[src/source/pat_isa_pkg.sv]
package pat_isa_pkg;

	// ======================================================================
	// opcode and condition encodings
	// ======================================================================

	typedef enum logic [1:0]
	{
		COND_Z  = 2'd0,	// z flag set
		COND_NZ = 2'd1,	// z flag clear
		COND_N  = 2'd2,	// n flag set
		COND_AL = 2'd3	// always
	} pat_cond_e;

	// i8 opcodes, 15 opens the i3 space
	typedef enum logic [3:0]
	{
		OP8_OR = 4'd0, OP8_AND = 4'd1, OP8_ADDM = 4'd2, OP8_SUBM = 4'd3,
		OP8_ADD = 4'd4, OP8_SUB = 4'd5, OP8_LDI = 4'd6, OP8_LDM = 4'd7,
		OP8_BF = 4'd8, OP8_STM = 4'd11, OP8_ORM = 4'd13, OP8_ANDM = 4'd14,
		OP8_PREFIX = 4'd15
	} pat_op8_e;

	// i3 opcodes sit in imm8[7:4], 15 opens the i0 space
	typedef enum logic [3:0]
	{
		OP3_SHL = 4'd0, OP3_SHLO = 4'd1, OP3_SHR = 4'd2, OP3_ASR = 4'd3,
		OP3_IN = 4'd5, OP3_OUT = 4'd8, OP3_SETB = 4'd9, OP3_PREFIX = 4'd15
	} pat_op3_e;

	// i0 opcodes sit in imm8[3:0]
	typedef enum logic [3:0]
	{
		OP0_NOT = 4'd0, OP0_MOV = 4'd1, OP0_TEST = 4'd2, OP0_NOP = 4'd15
	} pat_op0_e;

	typedef enum logic [3:0]
	{
		ALU_OR, ALU_AND, ALU_NOT, ALU_ADD, ALU_SUB,
		ALU_SHL, ALU_SHLO, ALU_SHR, ALU_ASR, ALU_PASS_B
	} pat_alu_op_e;

	// ======================================================================
	// instruction word and decoded control
	// ======================================================================

	typedef struct packed
	{
		logic [4:0] fieldp;	// field pointer
		pat_cond_e  cond;
		logic       field_op;	// 1 = operate on field buffer
		logic [3:0] op8;
		logic [7:0] imm8;	// also carries i3 / i0 opcodes
	} pat_instr_t;

	typedef struct packed
	{
		pat_alu_op_e alu_op;
		pat_cond_e   cond;
		logic        field_op;
		logic        dest_acc;
		logic        dest_field;
		logic        dest_dmem;	// stm
		logic        is_branch;	// bf
		logic        is_test;
		logic        is_out;
		logic        is_setb;
		logic        is_mov;
		logic        src_in;	// value comes from input port
		logic [7:0]  operand_b;	// memory data or immediate, muxed in stage 1
		logic [7:0]  imm;	// raw imm8 for branch, stm and setb
	} pat_ctrl_t;

	// i0 nop, always
	localparam pat_instr_t PAT_NOP = '{
		fieldp:   5'd0,
		cond:     COND_AL,
		field_op: 1'b0,
		op8:      4'hf,
		imm8:     8'hff
	};

endpackage

[src/source/pat_datapath_pkg.sv]
package pat_datapath_pkg;

	// ======================================================================
	// datapath word types
	// ======================================================================

	typedef logic [7:0] pat_data_t;		// accumulator / field / memory word
	typedef logic [9:0] pat_pc_t;		// instruction address
	typedef logic [2:0] pat_dmem_adr_t;	// 8-word data memory

	// write port towards the external field buffer
	typedef struct packed
	{
		pat_data_t data;
		logic      we_low;	// low bank strobe
		logic      we_high;	// high bank strobe
	} pat_field_wr_t;

endpackage

[src/source/pat_alu.sv]
`timescale 1ns/100ps

module pat_alu
(
	input  pat_datapath_pkg::pat_data_t i_a,
	input  pat_datapath_pkg::pat_data_t i_b,
	input  pat_isa_pkg::pat_alu_op_e    i_op,
	output pat_datapath_pkg::pat_data_t o_y
);

	logic [2:0]                  sh;	// shift distance
	pat_datapath_pkg::pat_data_t ones;	// fill mask for shlo

	assign sh = i_b[2:0];
	assign ones = ~(8'hff << sh);

	always_comb
	begin
		case (i_op)
			pat_isa_pkg::ALU_OR:   o_y = i_a | i_b;
			pat_isa_pkg::ALU_AND:  o_y = i_a & i_b;
			pat_isa_pkg::ALU_NOT:  o_y = ~i_a;
			pat_isa_pkg::ALU_ADD:  o_y = i_a + i_b;
			pat_isa_pkg::ALU_SUB:  o_y = i_a - i_b;	// wraps, no carry out
			pat_isa_pkg::ALU_SHL:  o_y = i_a << sh;
			pat_isa_pkg::ALU_SHLO: o_y = (i_a << sh) | ones;	// shift in ones
			pat_isa_pkg::ALU_SHR:  o_y = i_a >> sh;
			pat_isa_pkg::ALU_ASR:  o_y = $unsigned($signed(i_a) >>> sh);	// keep sign
			default:               o_y = i_b;	// pass b
		endcase
	end

endmodule

[src/source/pat_decode.sv]
`timescale 1ns/100ps

module pat_decode
(
	input  logic                          clk,
	input  logic                          reset,
	input  pat_isa_pkg::pat_instr_t       i_instruction,
	input  pat_datapath_pkg::pat_data_t   i_dmem_rdata,
	output pat_datapath_pkg::pat_dmem_adr_t o_dmem_radr,
	output logic [4:0]                    o_fieldp,
	output pat_isa_pkg::pat_ctrl_t        o_ctrl
);

	pat_isa_pkg::pat_instr_t  instr_q;	// stage-1 instruction register
	pat_isa_pkg::pat_ctrl_t   ctrl_d;
	pat_isa_pkg::pat_op8_e    op8;
	pat_isa_pkg::pat_op3_e    op3;
	pat_isa_pkg::pat_op0_e    op0;
	logic                     is_i8, is_i3;
	logic                     reg_write;	// op writes acc or field
	logic                     src_dmem;	// operand b from memory
	logic [7:0]               imm_all;

	assign op8 = pat_isa_pkg::pat_op8_e'(instr_q.op8);
	assign op3 = pat_isa_pkg::pat_op3_e'(instr_q.imm8[7:4]);
	assign op0 = pat_isa_pkg::pat_op0_e'(instr_q.imm8[3:0]);

	assign is_i8 = (op8 != pat_isa_pkg::OP8_PREFIX);
	assign is_i3 = !is_i8 && (op3 != pat_isa_pkg::OP3_PREFIX);	// else i0

	// i3 immediate is only 3 bits wide
	assign imm_all = is_i8 ? instr_q.imm8 : {5'd0, instr_q.imm8[2:0]};
	assign src_dmem = is_i8 && (op8 inside {pat_isa_pkg::OP8_LDM, pat_isa_pkg::OP8_ADDM,
		pat_isa_pkg::OP8_SUBM, pat_isa_pkg::OP8_ORM, pat_isa_pkg::OP8_ANDM});
	assign o_dmem_radr = instr_q.imm8[2:0];	// memory is read in stage 1

	always_comb
	begin
		ctrl_d = '0;
		reg_write = 1'b0;
		ctrl_d.alu_op = pat_isa_pkg::ALU_PASS_B;	// ldi / ldm / in / mov
		if (is_i8)
		begin
			case (op8)
				pat_isa_pkg::OP8_OR, pat_isa_pkg::OP8_ORM:
				begin
					ctrl_d.alu_op = pat_isa_pkg::ALU_OR;
					reg_write = 1'b1;
				end
				pat_isa_pkg::OP8_AND, pat_isa_pkg::OP8_ANDM:
				begin
					ctrl_d.alu_op = pat_isa_pkg::ALU_AND;
					reg_write = 1'b1;
				end
				pat_isa_pkg::OP8_ADD, pat_isa_pkg::OP8_ADDM:
				begin
					ctrl_d.alu_op = pat_isa_pkg::ALU_ADD;
					reg_write = 1'b1;
				end
				pat_isa_pkg::OP8_SUB, pat_isa_pkg::OP8_SUBM:
				begin
					ctrl_d.alu_op = pat_isa_pkg::ALU_SUB;
					reg_write = 1'b1;
				end
				pat_isa_pkg::OP8_LDI, pat_isa_pkg::OP8_LDM: reg_write = 1'b1;
				pat_isa_pkg::OP8_BF:  ctrl_d.is_branch = 1'b1;
				pat_isa_pkg::OP8_STM: ctrl_d.dest_dmem = 1'b1;
				default: ;	// unused codes behave as nop
			endcase
		end
		else if (is_i3)
		begin
			case (op3)
				pat_isa_pkg::OP3_SHL:  ctrl_d.alu_op = pat_isa_pkg::ALU_SHL;
				pat_isa_pkg::OP3_SHLO: ctrl_d.alu_op = pat_isa_pkg::ALU_SHLO;
				pat_isa_pkg::OP3_SHR:  ctrl_d.alu_op = pat_isa_pkg::ALU_SHR;
				pat_isa_pkg::OP3_ASR:  ctrl_d.alu_op = pat_isa_pkg::ALU_ASR;
				pat_isa_pkg::OP3_IN:   ctrl_d.src_in = 1'b1;
				pat_isa_pkg::OP3_OUT:  ctrl_d.is_out = 1'b1;
				pat_isa_pkg::OP3_SETB: ctrl_d.is_setb = 1'b1;
				default: ;
			endcase
			reg_write = (op3 inside {pat_isa_pkg::OP3_SHL, pat_isa_pkg::OP3_SHLO,
				pat_isa_pkg::OP3_SHR, pat_isa_pkg::OP3_ASR, pat_isa_pkg::OP3_IN});
		end
		else
		begin
			case (op0)
				pat_isa_pkg::OP0_NOT:
				begin
					ctrl_d.alu_op = pat_isa_pkg::ALU_NOT;
					reg_write = 1'b1;
				end
				pat_isa_pkg::OP0_MOV:
				begin
					ctrl_d.is_mov = 1'b1;	// direction set by field_op
					reg_write = 1'b1;
				end
				pat_isa_pkg::OP0_TEST: ctrl_d.is_test = 1'b1;
				default: ;	// nop and unlisted codes
			endcase
		end
		ctrl_d.cond = instr_q.cond;
		ctrl_d.field_op = instr_q.field_op;
		ctrl_d.dest_acc = reg_write && !instr_q.field_op;
		ctrl_d.dest_field = reg_write && instr_q.field_op;
		ctrl_d.operand_b = src_dmem ? i_dmem_rdata : imm_all;
		ctrl_d.imm = instr_q.imm8;
	end

	always_ff @(posedge clk)
	begin
		if (reset)
		begin
			instr_q <= pat_isa_pkg::PAT_NOP;
			o_ctrl <= '0;	// no destination, nothing commits
			o_fieldp <= '0;
		end
		else
		begin
			instr_q <= i_instruction;
			o_ctrl <= ctrl_d;
			o_fieldp <= instr_q.fieldp;
		end
	end

	// a writing op reaches stage 2 with exactly one destination
	a_one_dest: assert property (@(posedge clk) disable iff (reset)
		(reg_write || ctrl_d.dest_dmem) |=>
		$onehot({o_ctrl.dest_acc, o_ctrl.dest_field, o_ctrl.dest_dmem}));

endmodule

[src/source/pat_acc_unit.sv]
`timescale 1ns/100ps

module pat_acc_unit
(
	input  logic                        clk,
	input  logic                        reset,
	input  pat_isa_pkg::pat_ctrl_t      i_ctrl,
	input  logic                        i_commit_en,
	input  pat_datapath_pkg::pat_data_t i_inputs,
	input  pat_datapath_pkg::pat_data_t i_field_value,
	output pat_datapath_pkg::pat_data_t o_acc
);

	pat_datapath_pkg::pat_data_t alu_y;
	pat_datapath_pkg::pat_data_t acc_next;

	pat_alu u_acc_alu
	(
		.i_a  (o_acc),
		.i_b  (i_ctrl.operand_b),
		.i_op (i_ctrl.alu_op),
		.o_y  (alu_y)
	);

	// mov here always pulls from the field buffer
	assign acc_next = i_ctrl.is_mov ? i_field_value :
		i_ctrl.src_in ? i_inputs : alu_y;

	always_ff @(posedge clk)
	begin
		if (reset)
			o_acc <= '0;
		else if (i_commit_en && i_ctrl.dest_acc)
			o_acc <= acc_next;
	end

endmodule

[src/source/pat_field_unit.sv]
`timescale 1ns/100ps

module pat_field_unit
(
	input  logic                            clk,
	input  logic                            reset,
	input  pat_isa_pkg::pat_ctrl_t          i_ctrl,
	input  logic                            i_commit_en,
	input  pat_datapath_pkg::pat_data_t     i_field_low,
	input  pat_datapath_pkg::pat_data_t     i_field_high,
	input  pat_datapath_pkg::pat_data_t     i_inputs,
	input  pat_datapath_pkg::pat_data_t     i_acc,
	output pat_datapath_pkg::pat_data_t     o_field_value,
	output logic [2:0]                      o_bufp,
	output pat_datapath_pkg::pat_field_wr_t o_field_wr
);

	logic                        bank_high;	// 0 = low bank, 1 = high bank
	logic                        we_low_q, we_high_q;
	pat_datapath_pkg::pat_data_t wr_data_q;
	pat_datapath_pkg::pat_data_t alu_y;
	logic                        write_now;

	pat_alu u_field_alu
	(
		.i_a  (o_field_value),
		.i_b  (i_ctrl.operand_b),
		.i_op (i_ctrl.alu_op),
		.o_y  (alu_y)
	);

	assign write_now = i_commit_en && i_ctrl.dest_field;

	// sample selected bank once per cycle, seen by the op in stage 2
	always_ff @(posedge clk)
		o_field_value <= bank_high ? i_field_high : i_field_low;

	always_ff @(posedge clk)
	begin
		if (reset)
		begin
			bank_high <= 1'b0;
			o_bufp <= '0;
			we_low_q <= 1'b0;
			we_high_q <= 1'b0;
		end
		else
		begin
			if (i_commit_en && i_ctrl.is_setb)
			begin
				o_bufp <= i_ctrl.imm[2:0];
				bank_high <= i_ctrl.imm[3];	// bank bit above bufp
			end
			we_low_q <= write_now && !bank_high;	// single-cycle strobe
			we_high_q <= write_now && bank_high;
		end
	end

	// write data, mov here pushes the accumulator out
	always_ff @(posedge clk)
	begin
		if (write_now)
			wr_data_q <= i_ctrl.is_mov ? i_acc : i_ctrl.src_in ? i_inputs : alu_y;
	end

	assign o_field_wr = '{data: wr_data_q, we_low: we_low_q, we_high: we_high_q};

	a_one_bank: assert property (@(posedge clk) disable iff (reset)
		!(o_field_wr.we_low && o_field_wr.we_high));

endmodule

[src/source/pat_commit.sv]
`timescale 1ns/100ps

module pat_commit
#(
	parameter int BRANCH_SHADOW = 4
)
(
	input  logic                            clk,
	input  logic                            reset,
	input  pat_isa_pkg::pat_ctrl_t          i_ctrl,
	input  pat_datapath_pkg::pat_data_t     i_acc,
	input  pat_datapath_pkg::pat_data_t     i_field_value,
	output logic                            o_commit_en,
	output logic                            o_dmem_we,
	output pat_datapath_pkg::pat_dmem_adr_t o_dmem_wadr,
	output pat_datapath_pkg::pat_data_t     o_dmem_wdata,
	output pat_datapath_pkg::pat_pc_t       o_pc,
	output logic                            o_jump,
	output pat_datapath_pkg::pat_data_t     o_outputs
);

	localparam int SHADOW_W = $clog2(BRANCH_SHADOW + 1);

	logic                        z_q, n_q;	// flags from last test
	logic [SHADOW_W-1:0]         shadow_q;	// ops still to squash after bf
	logic                        cond_ok;
	logic                        take_branch;
	pat_datapath_pkg::pat_data_t src_val;	// acc or field, per field_op
	pat_datapath_pkg::pat_pc_t   offset;

	always_comb
	begin
		case (i_ctrl.cond)
			pat_isa_pkg::COND_Z:  cond_ok = z_q;
			pat_isa_pkg::COND_NZ: cond_ok = !z_q;
			pat_isa_pkg::COND_N:  cond_ok = n_q;
			default:              cond_ok = 1'b1;
		endcase
	end

	assign o_commit_en = cond_ok && (shadow_q == '0);
	assign take_branch = o_commit_en && i_ctrl.is_branch;
	assign src_val = i_ctrl.field_op ? i_field_value : i_acc;
	assign offset = {{2{i_ctrl.imm[7]}}, i_ctrl.imm};	// signed bf offset

	// stm goes straight to memory, written on this edge
	assign o_dmem_we = o_commit_en && i_ctrl.dest_dmem;
	assign o_dmem_wadr = i_ctrl.imm[2:0];
	assign o_dmem_wdata = src_val;

	always_ff @(posedge clk)
	begin
		if (reset)
		begin
			z_q <= 1'b0;
			n_q <= 1'b0;
			shadow_q <= '0;
			o_pc <= '0;
			o_jump <= 1'b0;
			o_outputs <= '0;
		end
		else
		begin
			o_pc <= take_branch ? o_pc + offset : o_pc + 10'd1;
			o_jump <= take_branch;	// one-cycle pulse
			if (take_branch)
				shadow_q <= SHADOW_W'(BRANCH_SHADOW);
			else if (shadow_q != '0)
				shadow_q <= shadow_q - 1'b1;
			if (o_commit_en && i_ctrl.is_test)
			begin
				z_q <= (src_val == '0);
				n_q <= src_val[7];
			end
			if (o_commit_en && i_ctrl.is_out)
				o_outputs <= i_acc;
		end
	end

	// shadow keeps a second bf from committing right behind the first
	a_jump_pulse: assert property (@(posedge clk) disable iff (reset)
		o_jump |=> !o_jump);

endmodule

[src/source/pat_data_mem.sv]
`timescale 1ns/100ps

module pat_data_mem
#(
	parameter int DEPTH = 8
)
(
	input  logic                            clk,
	input  pat_datapath_pkg::pat_dmem_adr_t i_radr,
	output pat_datapath_pkg::pat_data_t     o_rdata,
	input  logic                            i_we,
	input  pat_datapath_pkg::pat_dmem_adr_t i_wadr,
	input  pat_datapath_pkg::pat_data_t     i_wdata
);

	pat_datapath_pkg::pat_data_t mem [DEPTH];	// undefined until stored

	assign o_rdata = mem[i_radr];	// async read, used in stage 1

	always_ff @(posedge clk)
	begin
		if (i_we)
			mem[i_wadr] <= i_wdata;
	end

endmodule

[src/source/pat_core.sv]
`timescale 1ns/100ps

module pat_core
#(
	parameter int DMEM_DEPTH    = 8,
	parameter int BRANCH_SHADOW = 4
)
(
	input  logic                            clk,
	input  logic                            reset,
	input  pat_isa_pkg::pat_instr_t         i_instruction,
	input  pat_datapath_pkg::pat_data_t     i_field_low,
	input  pat_datapath_pkg::pat_data_t     i_field_high,
	input  pat_datapath_pkg::pat_data_t     i_inputs,
	output pat_datapath_pkg::pat_pc_t       o_pc,
	output logic                            o_jump,
	output logic [4:0]                      o_fieldp,
	output logic [2:0]                      o_bufp,
	output pat_datapath_pkg::pat_field_wr_t o_field_wr,
	output pat_datapath_pkg::pat_data_t     o_outputs
);

	// ======================================================================
	// stage 1 to stage 2 wiring
	// ======================================================================

	pat_isa_pkg::pat_ctrl_t          ctrl;
	logic                            commit_en;
	pat_datapath_pkg::pat_data_t     acc;
	pat_datapath_pkg::pat_data_t     field_value;
	pat_datapath_pkg::pat_dmem_adr_t dmem_radr, dmem_wadr;
	pat_datapath_pkg::pat_data_t     dmem_rdata, dmem_wdata;
	logic                            dmem_we;

	pat_decode u_decode
	(
		.clk (clk), .reset (reset),
		.i_instruction (i_instruction),
		.i_dmem_rdata  (dmem_rdata),
		.o_dmem_radr   (dmem_radr),
		.o_fieldp      (o_fieldp),
		.o_ctrl        (ctrl)
	);

	pat_acc_unit u_acc_unit
	(
		.clk (clk), .reset (reset),
		.i_ctrl (ctrl), .i_commit_en (commit_en),
		.i_inputs (i_inputs), .i_field_value (field_value),
		.o_acc (acc)
	);

	pat_field_unit u_field_unit
	(
		.clk (clk), .reset (reset),
		.i_ctrl (ctrl), .i_commit_en (commit_en),
		.i_field_low (i_field_low), .i_field_high (i_field_high),
		.i_inputs (i_inputs), .i_acc (acc),
		.o_field_value (field_value), .o_bufp (o_bufp), .o_field_wr (o_field_wr)
	);

	pat_commit #(.BRANCH_SHADOW (BRANCH_SHADOW)) u_commit
	(
		.clk (clk), .reset (reset),
		.i_ctrl (ctrl), .i_acc (acc), .i_field_value (field_value),
		.o_commit_en (commit_en),
		.o_dmem_we (dmem_we), .o_dmem_wadr (dmem_wadr), .o_dmem_wdata (dmem_wdata),
		.o_pc (o_pc), .o_jump (o_jump), .o_outputs (o_outputs)
	);

	pat_data_mem #(.DEPTH (DMEM_DEPTH)) u_data_mem
	(
		.clk (clk),
		.i_radr (dmem_radr), .o_rdata (dmem_rdata),
		.i_we (dmem_we), .i_wadr (dmem_wadr), .i_wdata (dmem_wdata)
	);

endmodule

[config.mk]
export PLATFORM = sky130hd
export DESIGN_NAME = pat_core
export DESIGN_NICKNAME = d
export VERILOG_FILES = /design/src/source/pat_isa_pkg.sv /design/src/source/pat_datapath_pkg.sv /design/src/source/pat_alu.sv /design/src/source/pat_decode.sv /design/src/source/pat_acc_unit.sv /design/src/source/pat_field_unit.sv /design/src/source/pat_commit.sv /design/src/source/pat_data_mem.sv /design/src/source/pat_core.sv
export SDC_FILE = /design/constraint.sdc
export NUM_CORES = 1
export LEC_CHECK = 0
export BUFFER_PORTS_ARGS = -buffer_cell sky130_fd_sc_hd__buf_4
export CAP_MARGIN = 30
export CORE_ASPECT_RATIO = 1.4
export CORE_MARGIN = 2
export CORE_UTILIZATION = 36
export CTS_BUF_LIST = sky130_fd_sc_hd__clkbuf_16
export DETAILED_ROUTE_END_ITERATION = 7
export PLACE_DENSITY_LB_ADDON = 0.3
export SYNTH_ARGS = -nofsm -noshare
export SYNTH_HDL_FRONTEND = slang
export SYNTH_SLANG_ARGS = --single-unit
[constraint.sdc]
create_clock -name clk -period 7.2 [get_ports clk]
set_input_delay 0.72 -clock clk [delete_from_list [all_inputs] [get_ports clk]]
set_output_delay 0.72 -clock clk [all_outputs]
set_load 0.01 [all_outputs]
## Word level (Yosys, flattened, before mapping)

Memory sizes are Yosys's and may differ from the RTL's. A register that Yosys moved wholly into a read port is not among the register bits.
Cells that the tools add are included.

- Flip-flop bits (word level): 111
- RAM bits: 64
- Bits of input ports: 46
- Output and inout port bits: 37
- Word-level logic and storage cells: 163
- Memories kept: 1

- Add/subtract/negate cells: 7
- Equality and inequality tests: 31
- Shift operators: 7
- Mux-type cells: 33
- Bitwise operators: 11
- Reductions and logical operators: 39

Memories:

| memory | words | bits a word | read ports | clocked after memory_dff | write ports | line | text |
|---|---|---|---|---|---|---|---|
| u_data_mem.mem | 8 | 8 | 1 | 1 | 1 | pat_data_mem.sv:16 | `pat_datapath_pkg::pat_data_t mem [DEPTH];` |

Operators by type and width:

| kind | count |
|---|---|
| 8-bit case mux with 9 select lines | 2 |
| 8-bit 2-to-1 mux | 8 |
| 4-bit by 3-bit equality test with 1-bit output, second input constant | 9 |
| 8-bit OR | 4 |
| 4-bit case mux with 4 select lines | 2 |
| 4-bit by 2-bit equality test with 1-bit output, second input constant | 7 |
| 4-bit equality test, second input constant | 7 |
| 8-bit inverter | 3 |
| 8-bit adder | 2 |
| 8-bit AND | 2 |
| 4-bit by 1-bit equality test with 1-bit output, second input constant | 4 |
| 4-bit logical NOT | 4 |
| 8-bit by 3-bit << shifter with 8-bit output | 2 |
| 8-bit by 3-bit right shift with 8-bit output | 2 |
| 8-bit by 3-bit >>> shifter with 8-bit output | 2 |
| 8-bit subtractor | 2 |
| 1-bit logical AND | 14 |
| 2-bit OR reduction | 7 |
| 1-bit 2-to-1 mux | 13 |
| 4-bit 2-to-1 mux | 3 |
| 10-bit by 1-bit adder with 10-bit output, second input constant | 1 |
| 10-bit adder | 1 |
| 10-bit 2-to-1 mux | 1 |
| 5-bit nonzero test | 2 |
| other kinds (16) | 24 |

## Depth between registers and ports, before layout

- Word-level depth: 6
- Mapped depth: 17
- Depth with buffers taken out: 17

## Cells and area by module

A second synthesis with hierarchy kept.

- Cells, all modules: 1073
- Area total of the unflattened synthesis: 10675.2 um^2

Modules (own cells, without submodules):

| module | times used | cells each | area an instance (um^2) | seq. area each (um^2) |
|---|---|---|---|---|
| pat_data_mem | 1 | 106 | 2531.2 | 1921.8 |
| pat_decode | 1 | 185 | 1966.9 | 1141.1 |
| pat_alu (u_field_unit.u_field_alu) | 1 | 242 | 1639.1 | 0.0 |
| pat_alu (u_acc_unit.u_acc_alu) | 1 | 234 | 1615.3 | 0.0 |
| pat_commit | 1 | 174 | 1483.9 | 480.5 |
| pat_field_unit | 1 | 77 | 958.4 | 520.5 |
| pat_acc_unit | 1 | 55 | 480.5 | 160.2 |

## Worst setup path after synthesis

OpenSTA, ideal clock, no wires.

- Path kind: register to register
- Start: register u_decode.o_ctrl[8] (netlist name)
- End: register u_field_unit.wr_data_q[6] (data pin)
- Library setup time: 259 ps
- Arrival time: 3358 ps
- Required time: 6941 ps
- Setup slack: 3582 ps
- Cell stages (with the launch flop): 13
- Buffers on the path: 1
- Period minus slack after synthesis: 3618 ps
- Path through: dfxtp_1 -> clkbuf_1 -> clkinv_1 -> ha_1 -> mux2_2 -> xnor2_1 -> ha_1 -> a21o_1 -> a21o_1 -> maj3_2 -> maj3_2 -> mux2i_1 -> a21oi_1

- Cells in the longest elaborated chain, start to end: 6
- Elaborated cells between the ends (all ways): 11
- Those cells by class: add/sub (2); shift (4); mux (3); bitwise (2)

Ends and longest elaborated chain:

| item | line | text |
|---|---|---|
| start: declaration | pat_decode.sv:11 | `output pat_isa_pkg::pat_ctrl_t o_ctrl` |
| start signal: assignment | pat_decode.sv:122 | `o_ctrl <= ctrl_d;` |
| branches (longest 3 deep; another with 8-bit subtractor) | -- |  |
| 8-bit case mux with 9 select lines * | pat_alu.sv:19 | `case (i_op)` |
| 8-bit 2-to-1 mux * (2 in series) | pat_field_unit.sv:63 | `wr_data_q <= i_ctrl.is_mov ? i_acc : i_ctrl.src_in ? i_inputs : alu_y;` |
| end signal: assignment | pat_field_unit.sv:63 |  |
| end: declaration | pat_field_unit.sv:20 | `pat_datapath_pkg::pat_data_t wr_data_q;` |

Mark *: on every way between the ends.
A chain may end at the register's enable or synchronous reset.

## Final worst setup path

Same ends and word-level chain as after synthesis.

==> summary.txt <==
Run status
  • Outcome: finished, final reports clean

Global routing
  • Initial antenna violation count: 0
  • Largest net degree at the start of global routing: 93
  • Vias in the first global route: 7,732
  • GRT overflow: 0
  • First-pass GRT wire length: 44,300 microns
  • GRT met3 Usage: 0.0349
  • Routing usage on met2: 0.352
  • Total GRT Usage: 0.208
  • GRT busiest layer: met2
  • GR Util met1: 0.242

Critical path
  • CP Capture Type: flop
  • Worst setup SP type: flop
  • CP arrival: 3960 ps
  • CP Class: flop to flop
  • Required @ worst endpoint: 7390 ps
  • CP max FO: 43

Timing
  • Sum Neg Setup Slack: 0 ps
  • Hold Fails Final Rpt: 0
  • Clk_skew: 10.6 ps
  • FMAX: 265 MHz
  • RSZ-0062 raised after global routing: no
  • Slack of the critical path: 3430 ps
  • Slew Limit Fails: 0
  • Worst slew margin: 0.310
  • WHS: 408 ps
  • Worst-margin pin slew: 1020 ps
  • Final critical-path required period: 3770 ps
  • # setup viols final: 0
  • Period utilization: 0.523

Power and ir drop
  • Power density over the cells: 224 mW/mm^2
  • Peak supply drop: 0.000167 V
  • Tot Pwr: 2.51 mW
  • Flop pwr share: 0.449
  • Clk pwr share: 0.347
  • Sw frac: 0.301
  • Leakage: 4.21 nW
  • Switch Pwr: 0.756 mW
  • Logic gate share of total power: 0.205
  • P_int: 1.75 mW

Finish
  • Register area: 0.00422 sq mm
  • Final core utilization: 0.419
  • Share of cells above drive strength 1: 0.192
  • Design Area, Final: 0.0112 sq mm
  • Fin nets: 1,136
  • Antenna Cells: 0
  • Area growth syn-to-layout: 15.0%
  • Fillers: 2,630
  • Multi-input gate area: 0.00506 sq mm
  • Non-Filler Instances: 1,440

Floorplanning
  • Die height: 199 microns
  • Placeable core area: 0.0267 sq mm
  • DIE AREA: 0.0284 sq mm
  • I/O pins: 83
  • Die width: 143 microns
  • FP Rows: 71
  • Initial Util: 0.364

Clock network
  • Post-CTS Setup Repair Bufs: 0
  • CTS tree: done
  • Clock Pin Slew Worst Setup and Hold Paths: 70 ps
  • H-tree depth: 4
  • Clk sink count: 175
  • CTS max path bufs: 2
  • Worst-Skew Late Latency: 440 ps
  • Post-CTS Hold Buffers: 0
  • CTS buffer count: 17
  • Clock Tree Root: clkbuf_16
  • CTS-repair resized insts: 0

Hold path
  • Worst min path class: flop to flop

Placement
  • Dpl ws: 3500 ps
  • Cell Area, Placed: 0.0106 sq mm
  • Dpl hpwl: 20,400 microns
  • Inst Count DP: 1,407
  • PortBufs: 82
  • GP Congestion: 0.944

Synth
  • Seq/Total Area, Yosys: 0.434
  • Mapped cell area: 0.00974 sq mm
  • Syn_area_per_cell: 9.50 sq um
  • Synth warn: 0
  • Most frequent cell after synthesis: dfxtp_1
  • Number of synthesized flops with an enable pin: 72
  • Post-synth cell types: 72
  • Syn_nets: 1,099
  • Async S/R FF share, synth: 0
  • Mapped Cells: 1,025
  • Dominant cell type by area after synthesis: edfxtp_1
  • Number of synthesized register bits: 175
  • Synth Flop Type: dfxtp_1
  • Synth top area share: 0.222
  • Dominant cells by area after synthesis: edfxtp_1 (22%), dfxtp_1 (21%), mux4_2 (4.9%), a21oi_1 (4.5%), nand2_1 (3.6%)
  • Synth cell count leaders: dfxtp_1 (103), nand2_1 (94), a21oi_1 (87)

Routing
  • Vias per std cell: 5.60
  • Routed WL: 29,100 microns
  • DRC Markers: 0
  • First drt pass iteration count: 6
  • WL/cell: 20.2 microns
  • Post-route antenna net violation count: 0
  • Via count: 8,070
  • Initial drt markers: 615

Job
  • Total of max-cap violations: 0
[power groups by stage]
stage	logic (mW)	registers, mW	clock network, mW
2_1_floorplan	0.395	1.11	0
3_3_place_gp	0.500	1.15	0
3_5_place_dp	0.507	1.15	0
4_1_cts	0.509	1.12	0.890
5_1_grt	0.563	1.13	0.935
6_report	0.513	1.13	0.871
[sequential cells by signal, indices dropped and copies added, names as in the netlist, 4 cells and up]
register / flops
u_field_unit.wr_data_q: 8
u_commit.o_outputs: 8
u_acc_unit.o_acc: 8
u_decode.ctrl_d: 8
u_commit.o_pc: 10
u_field_unit.o_field_value: 8
u_decode.op8: 4
u_data_mem.mem: 64
u_decode.o_fieldp: 5
u_decode.o_ctrl: 32
u_decode.instr_q: 5
[layout by cell type, fill, tap and decap left out, drive strengths merged, types with 7 or more instances in the layout]
cell type / synthesis / layout
edfxtp: 72 / 72
o21a: 7 / 7
nand2b: 9 / 9
a21oi: 87 / 87
dfxtp: 103 / 103
mux4: 21 / 21
xor2: 12 / 12
a221oi: 9 / 9
o221ai: 10 / 10
mux2i: 22 / 22
a31oi: 10 / 10
and2: 7 / 7
ha: 27 / 27
nor3: 24 / 24
a22oi: 7 / 7
buf: 20 / 100
o211ai: 12 / 12
nor2b: 31 / 31
nand3: 28 / 28
clkinv: 2 / 8
mux2: 25 / 25
a211oi: 11 / 11
clkbuf: 63 / 18
inv: 34 / 37
nor2: 86 / 86
nand2: 94 / 94
and3: 9 / 9
xnor2: 24 / 24
or2: 18 / 18
o2111ai: 7 / 7
o21ai: 43 / 43
[worst paths after layout]
check | start | to | slack, ps | depth (start not counted)
worst max-delay path | u_decode.o_ctrl[8]$_SDFF_PP0_ | u_field_unit.wr_data_q[6]$_DFFE_PP_ | 3430 | 12
worst min-delay path | u_decode.ctrl_d[25]$_SDFF_PP0_ | u_decode.o_ctrl[24]$_SDFF_PP0_ | 410 | 1
worst max register to register | u_decode.o_ctrl[8]$_SDFF_PP0_ | u_field_unit.wr_data_q[6]$_DFFE_PP_ | 3430 | 12
worst min register to register | u_decode.ctrl_d[25]$_SDFF_PP0_ | u_decode.o_ctrl[24]$_SDFF_PP0_ | 410 | 1
[layer usage]
metal	share of wire	wire [microns]
met5	0	0
met2	0.49	14200
met4	0.067	1960
met1	0.39	11300
met3	0.056	1630
[area by class of cell]
cell class | count | area share
Clock inverter | 15 | 0.0107
Sequential cell | 175 | 0.377
Clock buffer | 17 | 0.0380
Inverter | 36 | 0.0121
Timing Repair Buffer | 101 | 0.0693
Multi-Input combinational cell | 731 | 0.452
Tap cell | 365 | 0.0408
[logic make-up (layout without fill, tap and decap cells)]
group | Yosys count | in the layout | share of synthesized area
XOR/XNOR | 36 | 36 | 0.0331
buffers and inverters | 119 | 169 | 0.0477
flip-flops | 175 | 175 | 0.434
AO/OA/AOI/OAI | 249 | 249 | 0.167
adder cells (fa/ha/maj) | 34 | 34 | 0.0433
multiplexers | 68 | 68 | 0.100
AND/OR/NAND/NOR | 344 | 344 | 0.175
[critical path, stage by stage, from the launching register on]
cell,delay (ps)
dfxtp_1,310
buf_4,420
clkinv_1,510
ha_1,460
mux2_2,290
xnor2_1,130
ha_1,190
a21o_1,160
a21o_1,160
maj3_2,330
maj3_2,320
mux2i_1,140
a21oi_1,80
Note: power is estimated with default switching activity, not from simulation.
